`src/fp16Pkg.sv`:
```
package fp16Pkg;

	// ==================================================
	// field widths
	// ==================================================
	localparam int FPWID   = 16;	// float and integer word
	localparam int MSB     = FPWID - 1;
	localparam int EMSB    = 4;	// top bit of exponent field
	localparam int FMSB    = 9;	// top bit of fraction field
	localparam int expBias = 15;
	localparam int expMax  = 31;	// all ones exponent for inf and nan
	localparam int fixFrac = expBias + FMSB;	// f2i fixed point fraction bits

	// codes 5..7 fall back to nearest even
	typedef enum logic [2:0] {
		rmNearEven = 3'd0,
		rmZero     = 3'd1,
		rmPosInf   = 3'd2,
		rmNegInf   = 3'd3,
		rmAway     = 3'd4
	} roundMode;

	typedef enum logic {
		opI2F = 1'b0,	// int -> half
		opF2I = 1'b1	// half -> int
	} cvtOp;

	typedef struct packed {
		logic            sign;
		logic [EMSB:0]   expo;
		logic [FMSB:0]   frac;
	} fpHalf;

	typedef logic [MSB:0] intWord;	// meaning set by the sgn flag

	// ==================================================
	// round-up decision shared by both directions
	// ==================================================
	function automatic logic roundUp(
		input roundMode rm,
		input logic     sign,	// sign of the value being rounded
		input logic     lsb,	// kept lsb
		input logic     rndBit,	// first dropped bit
		input logic     sticky	// or of everything below
	);
		logic anyDrop;
		anyDrop = rndBit | sticky;
		case (rm)
			rmZero:   roundUp = 1'b0;	// truncate
			rmPosInf: roundUp = anyDrop & ~sign;
			rmNegInf: roundUp = anyDrop & sign;
			rmAway:   roundUp = anyDrop;
			default:  roundUp = rndBit & (lsb | sticky);	// ties to even
		endcase
	endfunction

endpackage

```
`src/cntlz16Reg.sv`:
```
`timescale 1ns/1ps

module cntlz16Reg import fp16Pkg::*; (
	input  logic       clk,
	input  logic       arstN,
	input  logic       ce,
	input  intWord     i,
	output logic [4:0] o	// leading zeros or 16 for zero
);

	logic [4:0] cnt;	// combinational count

	// ==================================================
	// priority search
	// ==================================================
	// scan upward so the highest set bit wins
	always_comb begin
		cnt = 5'(FPWID);	// all zero
		for (int k = 0; k < FPWID; k++) begin
			if (i[k])
				cnt = 5'(MSB - k);
		end
	end

	// registered on the same edge as the operand staging
	always_ff @(posedge clk or negedge arstN) begin
		if (!arstN)
			o <= '0;
		else if (ce)
			o <= cnt;
	end

endmodule

```
`src/delay1.sv`:
```
`timescale 1ns/1ps

// single pipeline register for every input stage
module delay1 #(
	parameter int WID = 1
) (
	input  logic           clk,
	input  logic           arstN,
	input  logic           ce,
	input  logic [WID-1:0] i,
	output logic [WID-1:0] o
);

	always_ff @(posedge clk or negedge arstN) begin
		if (!arstN)
			o <= '0;
		else if (ce)
			o <= i;	// hold when ce low
	end

endmodule

```
`src/f2i16.sv`:
```
`timescale 1ns/1ps

module f2i16 import fp16Pkg::*; (
	input  logic     clk,
	input  logic     arstN,
	input  logic     ce,
	input  logic     sgn,	// signed result range
	input  roundMode rm,
	input  fpHalf    i,
	output intWord   o
);

	logic [2:0]                  rmd;
	logic                        sgnd;	// staged signed flag
	fpHalf                       fd;	// staged float
	logic [EMSB:0]               eEff;	// subnormals use exponent 1
	logic [FMSB+1:0]             sig;	// significand with hidden bit
	logic [FPWID+fixFrac-1:0]    fixed;	// 16.24 fixed point magnitude
	logic [MSB:0]                intPart;
	logic                        rnd;
	logic [FPWID:0]              magR;	// rounded with one spare bit
	logic                        isInfNan;
	logic                        isNan;
	intWord                      posLim;
	intWord                      negLim;
	logic                        ovfPos;
	logic                        ovfNeg;

	// ==================================================
	// input stage
	// ==================================================
	delay1 #(.WID(3))     uRm    (.clk(clk), .arstN(arstN), .ce(ce), .i(rm),  .o(rmd));
	delay1 #(.WID(1))     uSgnd  (.clk(clk), .arstN(arstN), .ce(ce), .i(sgn), .o(sgnd));
	delay1 #(.WID(FPWID)) uFloat (.clk(clk), .arstN(arstN), .ce(ce), .i(i),   .o(fd));

	// ==================================================
	// align to fixed point
	// ==================================================
	assign eEff = (fd.expo == '0) ? {{EMSB{1'b0}}, 1'b1} : fd.expo;
	assign sig  = {fd.expo != '0, fd.frac};

	// sig lsb weighs 2^(eEff-25) and fixed lsb weighs 2^-24
	assign fixed   = {{(FPWID+expBias-2){1'b0}}, sig} << (eEff - {{EMSB{1'b0}}, 1'b1});
	assign intPart = fixed[FPWID+fixFrac-1 -: FPWID];

	assign rnd = roundUp(roundMode'(rmd), fd.sign,
		fixed[fixFrac],	// kept lsb
		fixed[fixFrac-1],	// half bit
		|fixed[fixFrac-2:0]);
	assign magR = {1'b0, intPart} + {{FPWID{1'b0}}, rnd};

	// ==================================================
	// saturation
	// ==================================================
	assign isInfNan = fd.expo == expMax[EMSB:0];
	assign isNan    = isInfNan & (|fd.frac);

	assign posLim = sgnd ? {1'b0, {MSB{1'b1}}} : '1;	// 32767 or 65535
	assign negLim = sgnd ? {1'b1, {MSB{1'b0}}} : '0;	// -32768 or 0

	assign ovfPos = sgnd ? (magR > {2'b00, {MSB{1'b1}}}) : magR[FPWID];
	assign ovfNeg = sgnd ? (magR > {2'b01, {MSB{1'b0}}}) : (magR != '0);	// any neg when unsigned

	always_comb begin
		if (isNan)
			o = posLim;	// nan goes positive
		else if (isInfNan)
			o = fd.sign ? negLim : posLim;
		else if (fd.sign)
			o = ovfNeg ? negLim : -magR[MSB:0];	// -0 still 0
		else
			o = ovfPos ? posLim : magR[MSB:0];
	end

endmodule

```
`src/fp16CvtUnit.sv`:
```
`timescale 1ns/1ps

module fp16CvtUnit import fp16Pkg::*; (
	input  logic             clk,
	input  logic             arstN,
	input  logic             ce,	// sample strobe and low holds
	input  cvtOp             op,
	input  logic             sgn,	// integer side is signed
	input  roundMode         rm,
	input  logic [FPWID-1:0] a,	// int or half per op
	output logic [FPWID-1:0] o
);

	fpHalf  fo;	// from i2f
	intWord io;	// from f2i
	logic   opd;	// staged opcode

	// both paths see every operand and op only picks the result
	i2f16 uI2f (
		.clk(clk), .arstN(arstN), .ce(ce),
		.sgn(sgn), .rm(rm),
		.i(a),
		.o(fo)
	);

	f2i16 uF2i (
		.clk(clk), .arstN(arstN), .ce(ce),
		.sgn(sgn), .rm(rm),
		.i(a),
		.o(io)
	);

	// staged alongside the converter inputs and resets to opI2F
	delay1 #(.WID(1)) uOp (.clk(clk), .arstN(arstN), .ce(ce), .i(op), .o(opd));

	assign o = (cvtOp'(opd) == opF2I) ? io : fo;

endmodule

```
`src/i2f16.sv`:
```
`timescale 1ns/1ps

module i2f16 import fp16Pkg::*; (
	input  logic     clk,
	input  logic     arstN,
	input  logic     ce,
	input  logic     sgn,	// treat i as two's complement
	input  roundMode rm,
	input  intWord   i,
	output fpHalf    o
);

	logic [2:0]    rmd;	// staged mode
	logic          nz;	// staged nonzero flag
	logic [MSB:0]  imag1;	// magnitude before staging
	logic [MSB:0]  imag;
	logic          so;	// staged sign already gated by sgn
	logic [4:0]    lz;
	logic [EMSB:0] expN;	// exponent before rounding carry
	logic [MSB:0]  simag;	// normalized magnitude
	logic [FMSB:0] frac;
	logic          rnd;
	logic          carry;
	logic [FMSB:0] fracR;
	logic [EMSB:0] expR;

	assign imag1 = (sgn & i[MSB]) ? -i : i;	// -32768 maps to 0x8000

	// ==================================================
	// input stage
	// ==================================================
	delay1 #(.WID(3))     uRm   (.clk(clk), .arstN(arstN), .ce(ce), .i(rm),           .o(rmd));
	delay1 #(.WID(1))     uNz   (.clk(clk), .arstN(arstN), .ce(ce), .i(i != '0),      .o(nz));
	delay1 #(.WID(FPWID)) uMag  (.clk(clk), .arstN(arstN), .ce(ce), .i(imag1),        .o(imag));
	delay1 #(.WID(1))     uSign (.clk(clk), .arstN(arstN), .ce(ce), .i(sgn & i[MSB]), .o(so));
	cntlz16Reg            uLz   (.clk(clk), .arstN(arstN), .ce(ce), .i(imag1),        .o(lz));

	// ==================================================
	// normalize and round
	// ==================================================
	// hidden one lands in bit 15 with weight 2^(15-lz)
	assign expN  = nz ? (expBias[EMSB:0] + MSB[EMSB:0] - lz) : '0;
	assign simag = imag << lz;
	assign frac  = simag[MSB-1 -: FMSB+1];	// drop the hidden bit

	assign rnd = roundUp(roundMode'(rmd), so,
		simag[MSB-1-FMSB],	// kept lsb
		simag[MSB-2-FMSB],	// first dropped bit
		|simag[MSB-3-FMSB:0]);

	// on carry the fraction wraps to zero and the exponent takes it
	assign {carry, fracR} = {1'b0, frac} + {{(FMSB+1){1'b0}}, rnd};
	assign expR = expN + {{EMSB{1'b0}}, carry};	// 30 + 1 gives expMax which is inf

	assign o = {so, expR, fracR};

endmodule

```
`config.mk`:
```
export PLATFORM = sky130hd
export DESIGN_NAME = fp16CvtUnit
export DESIGN_NICKNAME = d
export VERILOG_FILES = /design/src/fp16Pkg.sv /design/src/cntlz16Reg.sv /design/src/delay1.sv /design/src/f2i16.sv /design/src/fp16CvtUnit.sv /design/src/i2f16.sv
export SDC_FILE = /design/constraint.sdc
export NUM_CORES = 1
export LEC_CHECK = 0
export ABC_CLOCK_PERIOD_IN_PS = 13100
export BUFFER_PORTS_ARGS = -buffer_cell sky130_fd_sc_hd__buf_2
export CAP_MARGIN = 0
export CORE_UTILIZATION = 60
export DETAILED_ROUTE_END_ITERATION = 12
export GPL_TIMING_DRIVEN = 0
export PLACE_DENSITY_LB_ADDON = 0.2
export SLEW_MARGIN = 25
export SYNTH_ARGS = -nofsm -noshare
export SYNTH_HDL_FRONTEND = slang
export SYNTH_SLANG_ARGS = --single-unit
```
`constraint.sdc`:
```
create_clock -name clk -period 13.1 [get_ports clk]
set_input_delay 1.31 -clock clk [delete_from_list [all_inputs] [get_ports clk]]
set_output_delay 1.31 -clock clk [all_outputs]
set_load 0.03 [all_outputs]
```
# --- Yosys cells after proc, flatten, opt, wreduce, memory -nomap -nowiden ---
# Cells that the tools add are included.
classes:
  add_sub_neg: 7
  n_mul: 0
  div: 0
  magnitude_cmp: 2
  n_eq_ne: 5
  n_shift: 2
  mux: 32
  n_bitwise: 14
  reduce_logical: 7
op_table:
  columns: ["operator", "count"]
  rows:
  - ["16-bit 2-to-1 mux", 10]
  - ["5-bit 2-to-1 mux", 18]
  - ["11-bit by 5-bit left shift with 40-bit output", 1]
  - ["16-bit negator", 2]
  - ["23-bit OR reduction", 1]
  - ["16-bit by 1-bit adder with 17-bit output", 1]
  - ["17-bit by 15-bit > comparator with 1-bit output, second input constant", 1]
  - ["17-bit by 16-bit > comparator with 1-bit output, second input constant", 1]
  - ["17-bit nonzero test", 1]
  - ["16-bit nonzero test", 1]
  - ["16-bit by 5-bit left shift with 15-bit output", 1]
  - ["10-bit by 1-bit adder with 11-bit output", 1]
  - ["10-bit OR reduction", 1]
  - ["1-bit AND", 8]
  - ["1-bit case mux with 4 select lines", 2]
  - ["3-bit by 2-bit == test with 1-bit output, second input constant", 2]
  - ["5-bit by 1-bit adder with 5-bit output", 1]
  - ["5-bit == test, second input constant", 1]
  - ["5-bit zero test", 1]
  - ["5-bit nonzero test", 1]
  - ["5-bit by 1-bit subtractor with 5-bit output, second input constant", 1]
  - ["5-bit subtractor, first input constant", 1]
  - ["1-bit OR", 4]
  - ["4-bit OR reduction", 1]
  - ["4 further kinds", 6]
word_totals:
  regBits: 44
  latch_bits: 0
  mem_bits_rw: 0
  mem_bits_ro: 0
  output_inout_bits: 16
  word_cells: 77
  n_memories: 0

# --- Depth between registers and ports, before layout ---
# Gate-level depths: netlist (run 1).
logic_depth:
  ltp_word: 18
  mapped_depth: 25

# --- Modules after synthesis ---
# From an unflattened synthesis (run 1), not the netlist that was laid out.
unflattened:
  cells_unflattened: 751
  area_unflattened_um2: 6545.0
modules_own_cells:
  columns: ["mod", "instances", "cells_each", "area_per_inst_um2", "seq_area_each_um2"]
  rows:
  - ["f2i16", 1, 403, 2811.4, 0.0]
  - ["i2f16", 1, 199, 1446.4, 0.0]
  - ["delay1 at uF2i.uFloat ...", 2, 34, 649.4, 400.4]
  - ["cntlz16Reg", 1, 43, 361.6, 125.1]
  - ["fp16CvtUnit", 1, 18, 249.0, 0.0]
  - ["delay1 at uF2i.uRm ...", 2, 6, 108.9, 75.1]
  - ["delay1 at uF2i.uSgnd ...", 4, 2, 40.0, 25.0]

# --- Worst setup path after synthesis (run 1) ---
# OpenSTA, ideal clock, no wires.
synth_path:
  kind: "register to output"
  startpoint: "register uF2i.uFloat.o[13]"
  endpoint: "output o[13]"
  arrival_ns: 5.742
  slack_ns: 6.048
  path_stages_with_launch: 21
  n_path_buf: 1
  path_cell_list: "dfrtp_1 -> or3_1 -> buf_2 -> a32o_1 -> a211o_1 -> a31o_2 -> nor3_1 -> nand3_1 -> nor4b_1 -> a41oi_1 -> a21oi_1 -> a22oi_1 -> ha_1 -> o311ai_1 -> nor2_1 -> or4_1 -> a211o_1 -> and2_4 -> or4_4 -> xnor2_1 -> o41ai_1"
synth_via:
  elab_chain_cells: 16
synth_rtl:
  columns: ["item", "line_no", "source"]
  rows:
  - ["from (decl)", "delay1.sv:11", "output logic [WID-1:0] o"]
  - ["from (signal assigned)", "delay1.sv:18", "o <= i;"]
  - ["5-bit zero test", "f2i16.sv:39", "assign eEff = (fd.expo == '0) ? {{EMSB{1'b0}}, 1'b1} : fd.expo;"]
  - ["5-bit 2-to-1 mux", "f2i16.sv:39", null]
  - ["5-bit by 1-bit subtractor with 5-bit output", "f2i16.sv:43", "assign fixed = {{(FPWID+expBias-2){1'b0}}, sig} << (eEff - {{EMSB{1'b0}}, 1'b1});"]
  - ["11-bit by 5-bit left shift with 40-bit output", "f2i16.sv:43", null]
  - ["23-bit OR reduction", "f2i16.sv:49", "|fixed[fixFrac-2:0]);"]
  - ["1-bit OR, on equally long branches", "fp16Pkg.sv:53, fp16Pkg.sv:47", null]
  - ["1-bit AND, on equally long branches", "fp16Pkg.sv:53, fp16Pkg.sv:50, fp16Pkg.sv:51", null]
  - ["1-bit case mux with 4 select lines", "fp16Pkg.sv:48", "case (rm)"]
  - ["16-bit by 1-bit adder with 17-bit output", "f2i16.sv:50", "assign magR = {1'b0, intPart} + {{FPWID{1'b0}}, rnd};"]
  - ["17-bit by 15-bit > comparator with 1-bit output (tied with other cells)", "f2i16.sv:61", "assign ovfPos = sgnd ? (magR > {2'b00, {MSB{1'b1}}}) : magR[FPWID];"]
  - ["1-bit 2-to-1 mux, on equally long branches", "f2i16.sv:61, f2i16.sv:62", null]
  - ["16-bit 2-to-1 mux, on equally long branches", "f2i16.sv:72, f2i16.sv:70", null]
  - ["16-bit 2-to-1 mux", "f2i16.sv:69", "else if (fd.sign)"]
  - ["16-bit 2-to-1 mux", "f2i16.sv:67", "else if (isInfNan)"]
  - ["16-bit 2-to-1 mux (*)", "f2i16.sv:65", "if (isNan)"]
  - ["16-bit 2-to-1 mux (*)", "fp16CvtUnit.sv:36", "assign o = (cvtOp'(opd) == opF2I) ? io : fo;"]
  - ["to (decl)", "fp16CvtUnit.sv:11", "output logic [FPWID-1:0] o"]
# Every way passes the cells marked *; elsewhere a longest branch is shown, timed or not.

# --- Worst setup path after layout (run 1) ---
layout_path:
  startpoint: "register uF2i.uFloat.o[10]"
  endpoint: "output o[3]"
# The elaborated chain is that of the path after synthesis.

==> results of run 1 <==
-- state kept, by name, summed over array words and instances (netlist names) --
| register | cells |
|---|---|
| uI2f.uMag.o | 15 |
| uF2i.uSgnd.o | 1 |
| uOp.o | 1 |
| uI2f.uNz.o | 1 |
| uI2f.uRm.o | 3 |
| uI2f.uSign.o | 1 |
| uF2i.uFloat.o | 15 |
| uI2f.uLz.o | 5 |
-- worst reg2reg max path, stage by stage (launching register included) --
cell and delay [ns]:
dfrtp_1 0.41, clkbuf_1 0.31, buf_1 0.50, clkbuf_1 0.51, nor2b_1 0.20, a31o_2 0.11
-- worst max-delay path by stage --
stage,from,to,slack [ns],cells past startpoint
6_report,uF2i.uFloat.o[10],o[3],4.91,24
4_1_cts,uF2i.uFloat.o[10],o[3],5.13,24
5_1_grt,uF2i.uFloat.o[10],o[5],4.67,24
2_1_floorplan,uF2i.uFloat.o[13],o[13],6.05,20
3_5_place_dp,uF2i.uFloat.o[10],o[3],5.48,24
3_3_place_gp,uF2i.uFloat.o[10],o[3],5.52,24
-- power groups by stage --
stage                     Clock [W]  Sequential [W]  Combinational (W)
final                      0.000126        0.000159           0.000446
after global placement            0        0.000159           0.000421
after CTS                  0.000127        0.000158           0.000430
after detailed placement          0        0.000160           0.000429
after floorplan                   0        0.000154           0.000325
after global routing       0.000130        0.000160           0.000476
-- kinds of logic after synthesis --
group / share of synthesized area [%]
and+or+nand+nor: 25.82
AOI/OAI and AO/OA: 29.54
buffers and inverters: 6.103
muxes: 10.88
xor gates and xnor gates: 6.940
DFF: 18.51
adders and majority gates: 2.203
-- final cells by class --
cell class	count	area, µm²	share of cell area [%]
sequential	42	1051	17.01
clock inverter	2	60.06	0.9721
buffer	58	271.5	4.394
timing repair buffer	39	217.7	3.524
multi-input combinational	631	4282	69.30
tap	111	138.9	2.248
inverter	20	75.07	1.215
clock buffer	6	82.58	1.337
-- per-layer routing --
metal	wire length (µm)	up-vias	global-route usage [%]
li1	-	2907	-
met1	8208	3053	57.10
met2	8576	459	60.20
met3	2117	47	4.849
met4	369	0	10.07
met5	0	-	0
-- through the flow --
stage	area (µm²)	std cells	hold WS, ns
2_1_floorplan	5679	751	0.4946
3_3_place_gp	6008	900	0.5128
3_5_place_dp	6008	900	0.5190
4_1_cts	6151	908	0.5352
5_1_grt	6178	909	0.5732
6_report	6178	909	0.5400
-- cells in the final DEF (no fill, tap or decap), drive strengths merged, types with 8 or more instances in the layout --
cell    Yosys  final
buf        25     64
nand2b     13     13
a211oi     15     15
dfrtp      42     42
nor3       22     22
clkbuf     33     39
and3       12     12
o31ai       8      8
xnor2      26     26
ha         10     10
a31oi      12     12
nand3      18     18
mux2i      19     19
o22ai       9      9
inv        17     17
a221oi      8      8
a22oi      16     16
nor2b      17     17
or3        10     10
nand2      71     71
nand4       9      9
o21ai      43     43
and2       11     11
nor2       73     73
mux2       26     26
xor2       19     19
a21oi      50     50
==> results.toml, run 1 <==
[floorplan]
die_height_um = 99.29
rows = 35
fp.dieArea_um2 = 9859
chipWidth_um = 99.29
ioPinCount = 40
start_util_pct = 61.76
core_area_um2 = 9196

[power_and_ir_drop]
p_leak_nw = 2.460
peakVddDrop_mv = 0.08057
pwr-share-comb_pct = 61.1
power_switching_w = 0.0003412
swShare_pct = 46.68
power_w = 0.0007309
power.internal_w = 0.0003897
pwr-share-seq_pct = 21.8
p_per_area_nw_per_um2 = 118.3
clockPowerShare_pct = 17.2

[worst_hold_path]
min_path_type = "reg -> reg"
min_from = "uI2f.uMag.o[14]"
min_path_cells = 2
min_to = "uI2f.uMag.o[14]"

[drt]
first_iter_violations = 772
vias = 6466
firstDrtPassIters = 6
wl_per_cell_um = 21.20
route.detailed.drc = 0
drt-total-wl_um = 19270
post_drt_via_cell_ratio = 7.113
ant_nets = 0

[critical_path]
cp_max_fo = 10
required_ns = 11.79
timing.rr.end = "uI2f.uLz.o[0]"
r2r_start = "uI2f.uLz.o[0]"
r2r_slack_ns = 11.00
cp_num_buf_inv = 6
cp-start-kind = "flip-flop"
path_class = "reg -> out"
worstRegToRegCells = 5
arrival_ns = 6.88
crit_slowest_cell = "a221oi_1"
critical_path.top_delay_family = "compound AO/OA/AOI/OAI gates"
crit_chain = "buf_4, buf_2, buf_2, a21oi_1, a221oi_1, nor2_1, nor3_1, nand3_1, nor4b_1, a41oi_1, a21oi_1, a22oi_1, ha_1, ha_1, inv_1, ha_1, inv_1, nor4_2, o2111ai_1, a211oi_2, a21oi_2, a221o_1, a22oi_1, buf_2"
end_kind = "output pin"
slowest_delay_ns = 0.75

[final_layout]
drive_gt1_share_pct = 15.66
fill_cells = 778
n_antenna_cell = 0
area_growth_pct = 8.791
nets = 831
fin_util_pct = 67.18

[cts]
cts_setup_buffers = 0
cts.sinks = 42
htree_levels = 2
cts.clk_slew.worst_paths_ns = 0.08
clk_path_buf_depth = 2
postCtsHoldBufs = 0
clk_latency_ns = 0.30
cts.repair.resized = 0
cts_buffers = 5
root_buffer = "clkbuf_8"
cts_tree = "built"

[placed_design]
dp_slack_ns = 5.477
post-dp-hpwl_um = 14750
portBuffers = 38
gp_congestion = 1.014

[job]
cap_viol_max_count = 0

[yosys]
ys_seq_elements = 42
synth_top_area_share_pct = 18.51
ys_top_cells_by_count = "nor2_1 (73), nand2_1 (71), a21oi_1 (48), dfrtp_1 (42), o21ai_0 (40)"
synthArstFlopShare_pct = 100.0
synth.avg_cell_area_um2 = 7.562
yosysSeqAreaShare_pct = 18.51
synth_top_flop_cell = "dfrtp_1"
synth_top_area_cell = "dfrtp_1"
yosysMostFrequentCell = "nor2_1"
synthCells = 751
synth_nets = 785
syn-cell-area_um2 = 5679
yosysWarnings = 0
synth_cell_types = 87
synth-edff-count = 0
synthTopCellsByArea = "dfrtp_1 (19%), mux2_2 (5.2%), nor2_1 (4.8%)"

[global_routing]
grt_pass1_vias = 5675
grt_pass1_wl_um = 30240
grt_overflow_total = 0
grt_usage_pct = 38.81
antenna_found_initial = 0
grt_max_degree = 43

[timing]
fin_skew_ns = 0
rsz0062_at_grt = "no"
fin_crit_sh_pct = 62.54
worst_slack_ns = 4.908
hold_viol = 0
worstMarginPinSlew_ns = 0.8396
min_period_ns = 8.192
setup_viol = 0
setup_tns_ns = 0
fmax_mhz = 122.1
slew_violations = 0
relSlewSlack_pct = 44.02

[outcome]
status = "completed"
(Power assumes the default switching activity.)
==> inputs of run 2 (changes only) <==
--- a/config.mk
+++ b/config.mk
@@ -5,10 +5,11 @@
 export SDC_FILE = /design/constraint.sdc
 export NUM_CORES = 1
 export LEC_CHECK = 0
-export ABC_CLOCK_PERIOD_IN_PS = 13100
+export ABC_AREA = 1
+export ABC_CLOCK_PERIOD_IN_PS = 7000
 export BUFFER_PORTS_ARGS = -buffer_cell sky130_fd_sc_hd__buf_2
 export CAP_MARGIN = 0
-export CORE_UTILIZATION = 60
+export CORE_UTILIZATION = 56
 export DETAILED_ROUTE_END_ITERATION = 12
 export GPL_TIMING_DRIVEN = 0
 export PLACE_DENSITY_LB_ADDON = 0.2
==> constraint.sdc (replaced) <==
create_clock -name clk -period 7 [get_ports clk]
set_input_delay 0.7 -clock clk [delete_from_list [all_inputs] [get_ports clk]]
set_output_delay 0.7 -clock clk [all_outputs]
set_load 0.03 [all_outputs]
==> run 2 against run 1 <==
Critical endpoint is now o[12]. Area after synthesis decreased by 6.9%. Total power rose by 61%. Non-clock buffer count shrank 26. Clock skew is the same. Sequential power is 79% higher. Clock power up 29%. Critical path type unchanged. Synthesized cell count up 20%.
==> results.toml, run 2 <==
[outcome]
status = "completed"

[yosys]
synthCells = 904
yosysSeqAreaShare_pct = 19.88
yosysMostFrequentCell = "nand2_1"
ys_seq_elements = 42
synthArstFlopShare_pct = 100.0
synth_top_area_share_pct = 19.88
synth-edff-count = 0
synth_top_area_cell = "dfrtp_1"
ys_top_cells_by_count = "nand2_1 (238), nand3_1 (124), inv_1 (100), o21ai_0 (93), nor2_1 (69)"
synth_nets = 938
synth_cell_types = 51
synth_top_flop_cell = "dfrtp_1"
syn-cell-area_um2 = 5286
synth.avg_cell_area_um2 = 5.848
synthTopCellsByArea = "dfrtp_1 (20%), nand2_1 (17%), nand3_1 (12%)"
yosysWarnings = 0

[critical_path]
cp-start-kind = "flip-flop"
crit_start = "uF2i.uFloat.o[10]"
r2r_start = "uI2f.uLz.o[2]"
required_ns = 6.30
path_class = "reg -> out"
timing.rr.end = "uI2f.uLz.o[2]"
cp_max_fo = 10
end_kind = "output pin"
crit_end = "o[12]"
worstRegToRegCells = 4
crit_slowest_cell = "dfrtp_1"
slowest_delay_ns = 0.43
arrival_ns = 5.15
r2r_slack_ns = 5.67

[power_and_ir_drop]
power_w = 0.001175
power_switching_w = 0.0005993
swShare_pct = 51.00
power.internal_w = 0.0005759
peakVddDrop_mv = 0.1162
clockPowerShare_pct = 13.8
pwr-share-comb_pct = 61.9
p_per_area_nw_per_um2 = 205.4
pwr-share-seq_pct = 24.2
p_leak_nw = 2.860

[final_layout]
drive_gt1_share_pct = 10.73
area_growth_pct = 8.213
top_regs = "uF2i.uFloat.o: 15 flops, uI2f.uMag.o: 15 flops, uI2f.uLz.o: 5 flops"
instances_no_fill = 1062
final_common_cell = "nand2_1"
layout_common_cells = "nand2_1 (238), nand3_1 (124), inv_1 (100)"
nets = 984
n_antenna_cell = 0

[drt]
wl_per_cell_um = 14.27
post_drt_via_cell_ratio = 5.687
drt-total-wl_um = 15150
vias = 6040
route.detailed.drc = 0
ant_nets = 0
firstDrtPassIters = 5
first_iter_violations = 428

[timing]
min_period_ns = 5.850
setup_viol = 0
fin_skew_ns = 0
fin_crit_sh_pct = 83.57
fmax_mhz = 170.9
worstMarginPinSlew_ns = 0.5428
slew_violations = 0
relSlewSlack_pct = 63.51
setup_tns_ns = 0
hold-worst-slack_ns = 0.3733
worst_slack_ns = 1.150
hold_viol = 0
rsz0062_at_grt = "no"

[cts]
cts.clk_slew.worst_paths_ns = 0.08
clk_path_buf_depth = 2
cts.sinks = 42
cts_buffers = 5
cts_tree = "built"
htree_levels = 2
cts.repair.resized = 0
clk_latency_ns = 0.30
postCtsHoldBufs = 0
cts_setup_buffers = 0
root_buffer = "clkbuf_8"

[floorplan]
core_area_um2 = 9196
ioPinCount = 40
start_util_pct = 57.48
fp.dieArea_um2 = 9833
rows = 35
die_height_um = 99.16
chipWidth_um = 99.16

[global_routing]
grt_pass1_vias = 5307
grt_usage_pct = 31.51
grt_max_degree = 43
grt_overflow_total = 0
grt_pass1_wl_um = 24980
antenna_found_initial = 0

[placed_design]
dp_slack_ns = 1.567
portBuffers = 38
post-dp-hpwl_um = 12380
dp_cells = 1054
gp_congestion = 0.9491

[worst_hold_path]
min_path_type = "in -> async"

[job]
cap_viol_max_count = 0
[run 2: worst min-delay path by stage]
stage                     slack (ns)            start  cells after the start                 to
final                           0.37            arstN                      1      uI2f.uLz.o[2]
after detailed placement        0.49  uI2f.uMag.o[14]                      2    uI2f.uMag.o[14]
after CTS                       0.50  uI2f.uMag.o[14]                      2    uI2f.uMag.o[14]
after floorplan                 0.40            arstN                      0  uF2i.uFloat.o[10]
after global placement          0.49  uI2f.uMag.o[14]                      2    uI2f.uMag.o[14]
after global routing            0.41            arstN                      1      uI2f.uLz.o[2]
[run 2: logic make-up (layout without fill, tap and decap cells)]
kind of cell,after synthesis,in the layout,synth area share (%)
compound gates,174,174,18.37
xor+xnor,24,24,3.976
fa+ha+maj,10,10,2.367
buf+inv,143,190,10.96
flops,42,42,19.88
mux,4,4,0.7574
simple gates,507,507,43.69
[run 2: final cells by class]
class                           count  area [µm²]
Multi-Input combinational cell    719        3662
Fill cell                         957        3476
Sequential cell                    42        1051
Inverter                          111       419.2
Timing Repair Buffer               39       197.7
Buffer                             32       160.2
Tap cell                          111       138.9
Clock buffer                        7       86.33
Clock inverter                      1       5.005
[run 2: worst max-delay path: cells and delay by family (launching register included)]
family / cells / cell delay (ns)
AO/OA/AOI/OAI: 6 / 0.97
buffers and inverters: 6 / 0.81
flip-flops: 1 / 0.43
adder cells (fa/ha/maj): 3 / 0.68
AND/OR/NAND/NOR: 15 / 1.95
[run 2: power groups by stage]
stage	logic (W)	registers (W)	clock network (W)
after floorplan	0.000544	0.000284	0
after global placement	0.000709	0.000289	0
after detailed placement	0.000714	0.000289	0
after CTS	0.000717	0.000285	0.000164
after global routing	0.000807	0.000288	0.000176
final	0.000728	0.000285	0.000162
[run 2: through the flow]
step                      utilization [%]  area (µm²)
after floorplan                         -        5286
after detailed placement            61.18        5627
final                               62.20        5720
after global placement              61.06        5615
after global routing                62.20        5720
after CTS                           62.18        5718
[run 2: layer usage]
| metal | share of wire, % | wire (µm) | GRT usage, % |
|---|---|---|---|
| met1 | 49 | 7375 | 46.23 |
| met2 | 44 | 6689 | 50.46 |
| met3 | 6.1 | 929 | 3.303 |
| met4 | 1.0 | 157 | 6.561 |
| met5 | 0 | 0 | 0 |
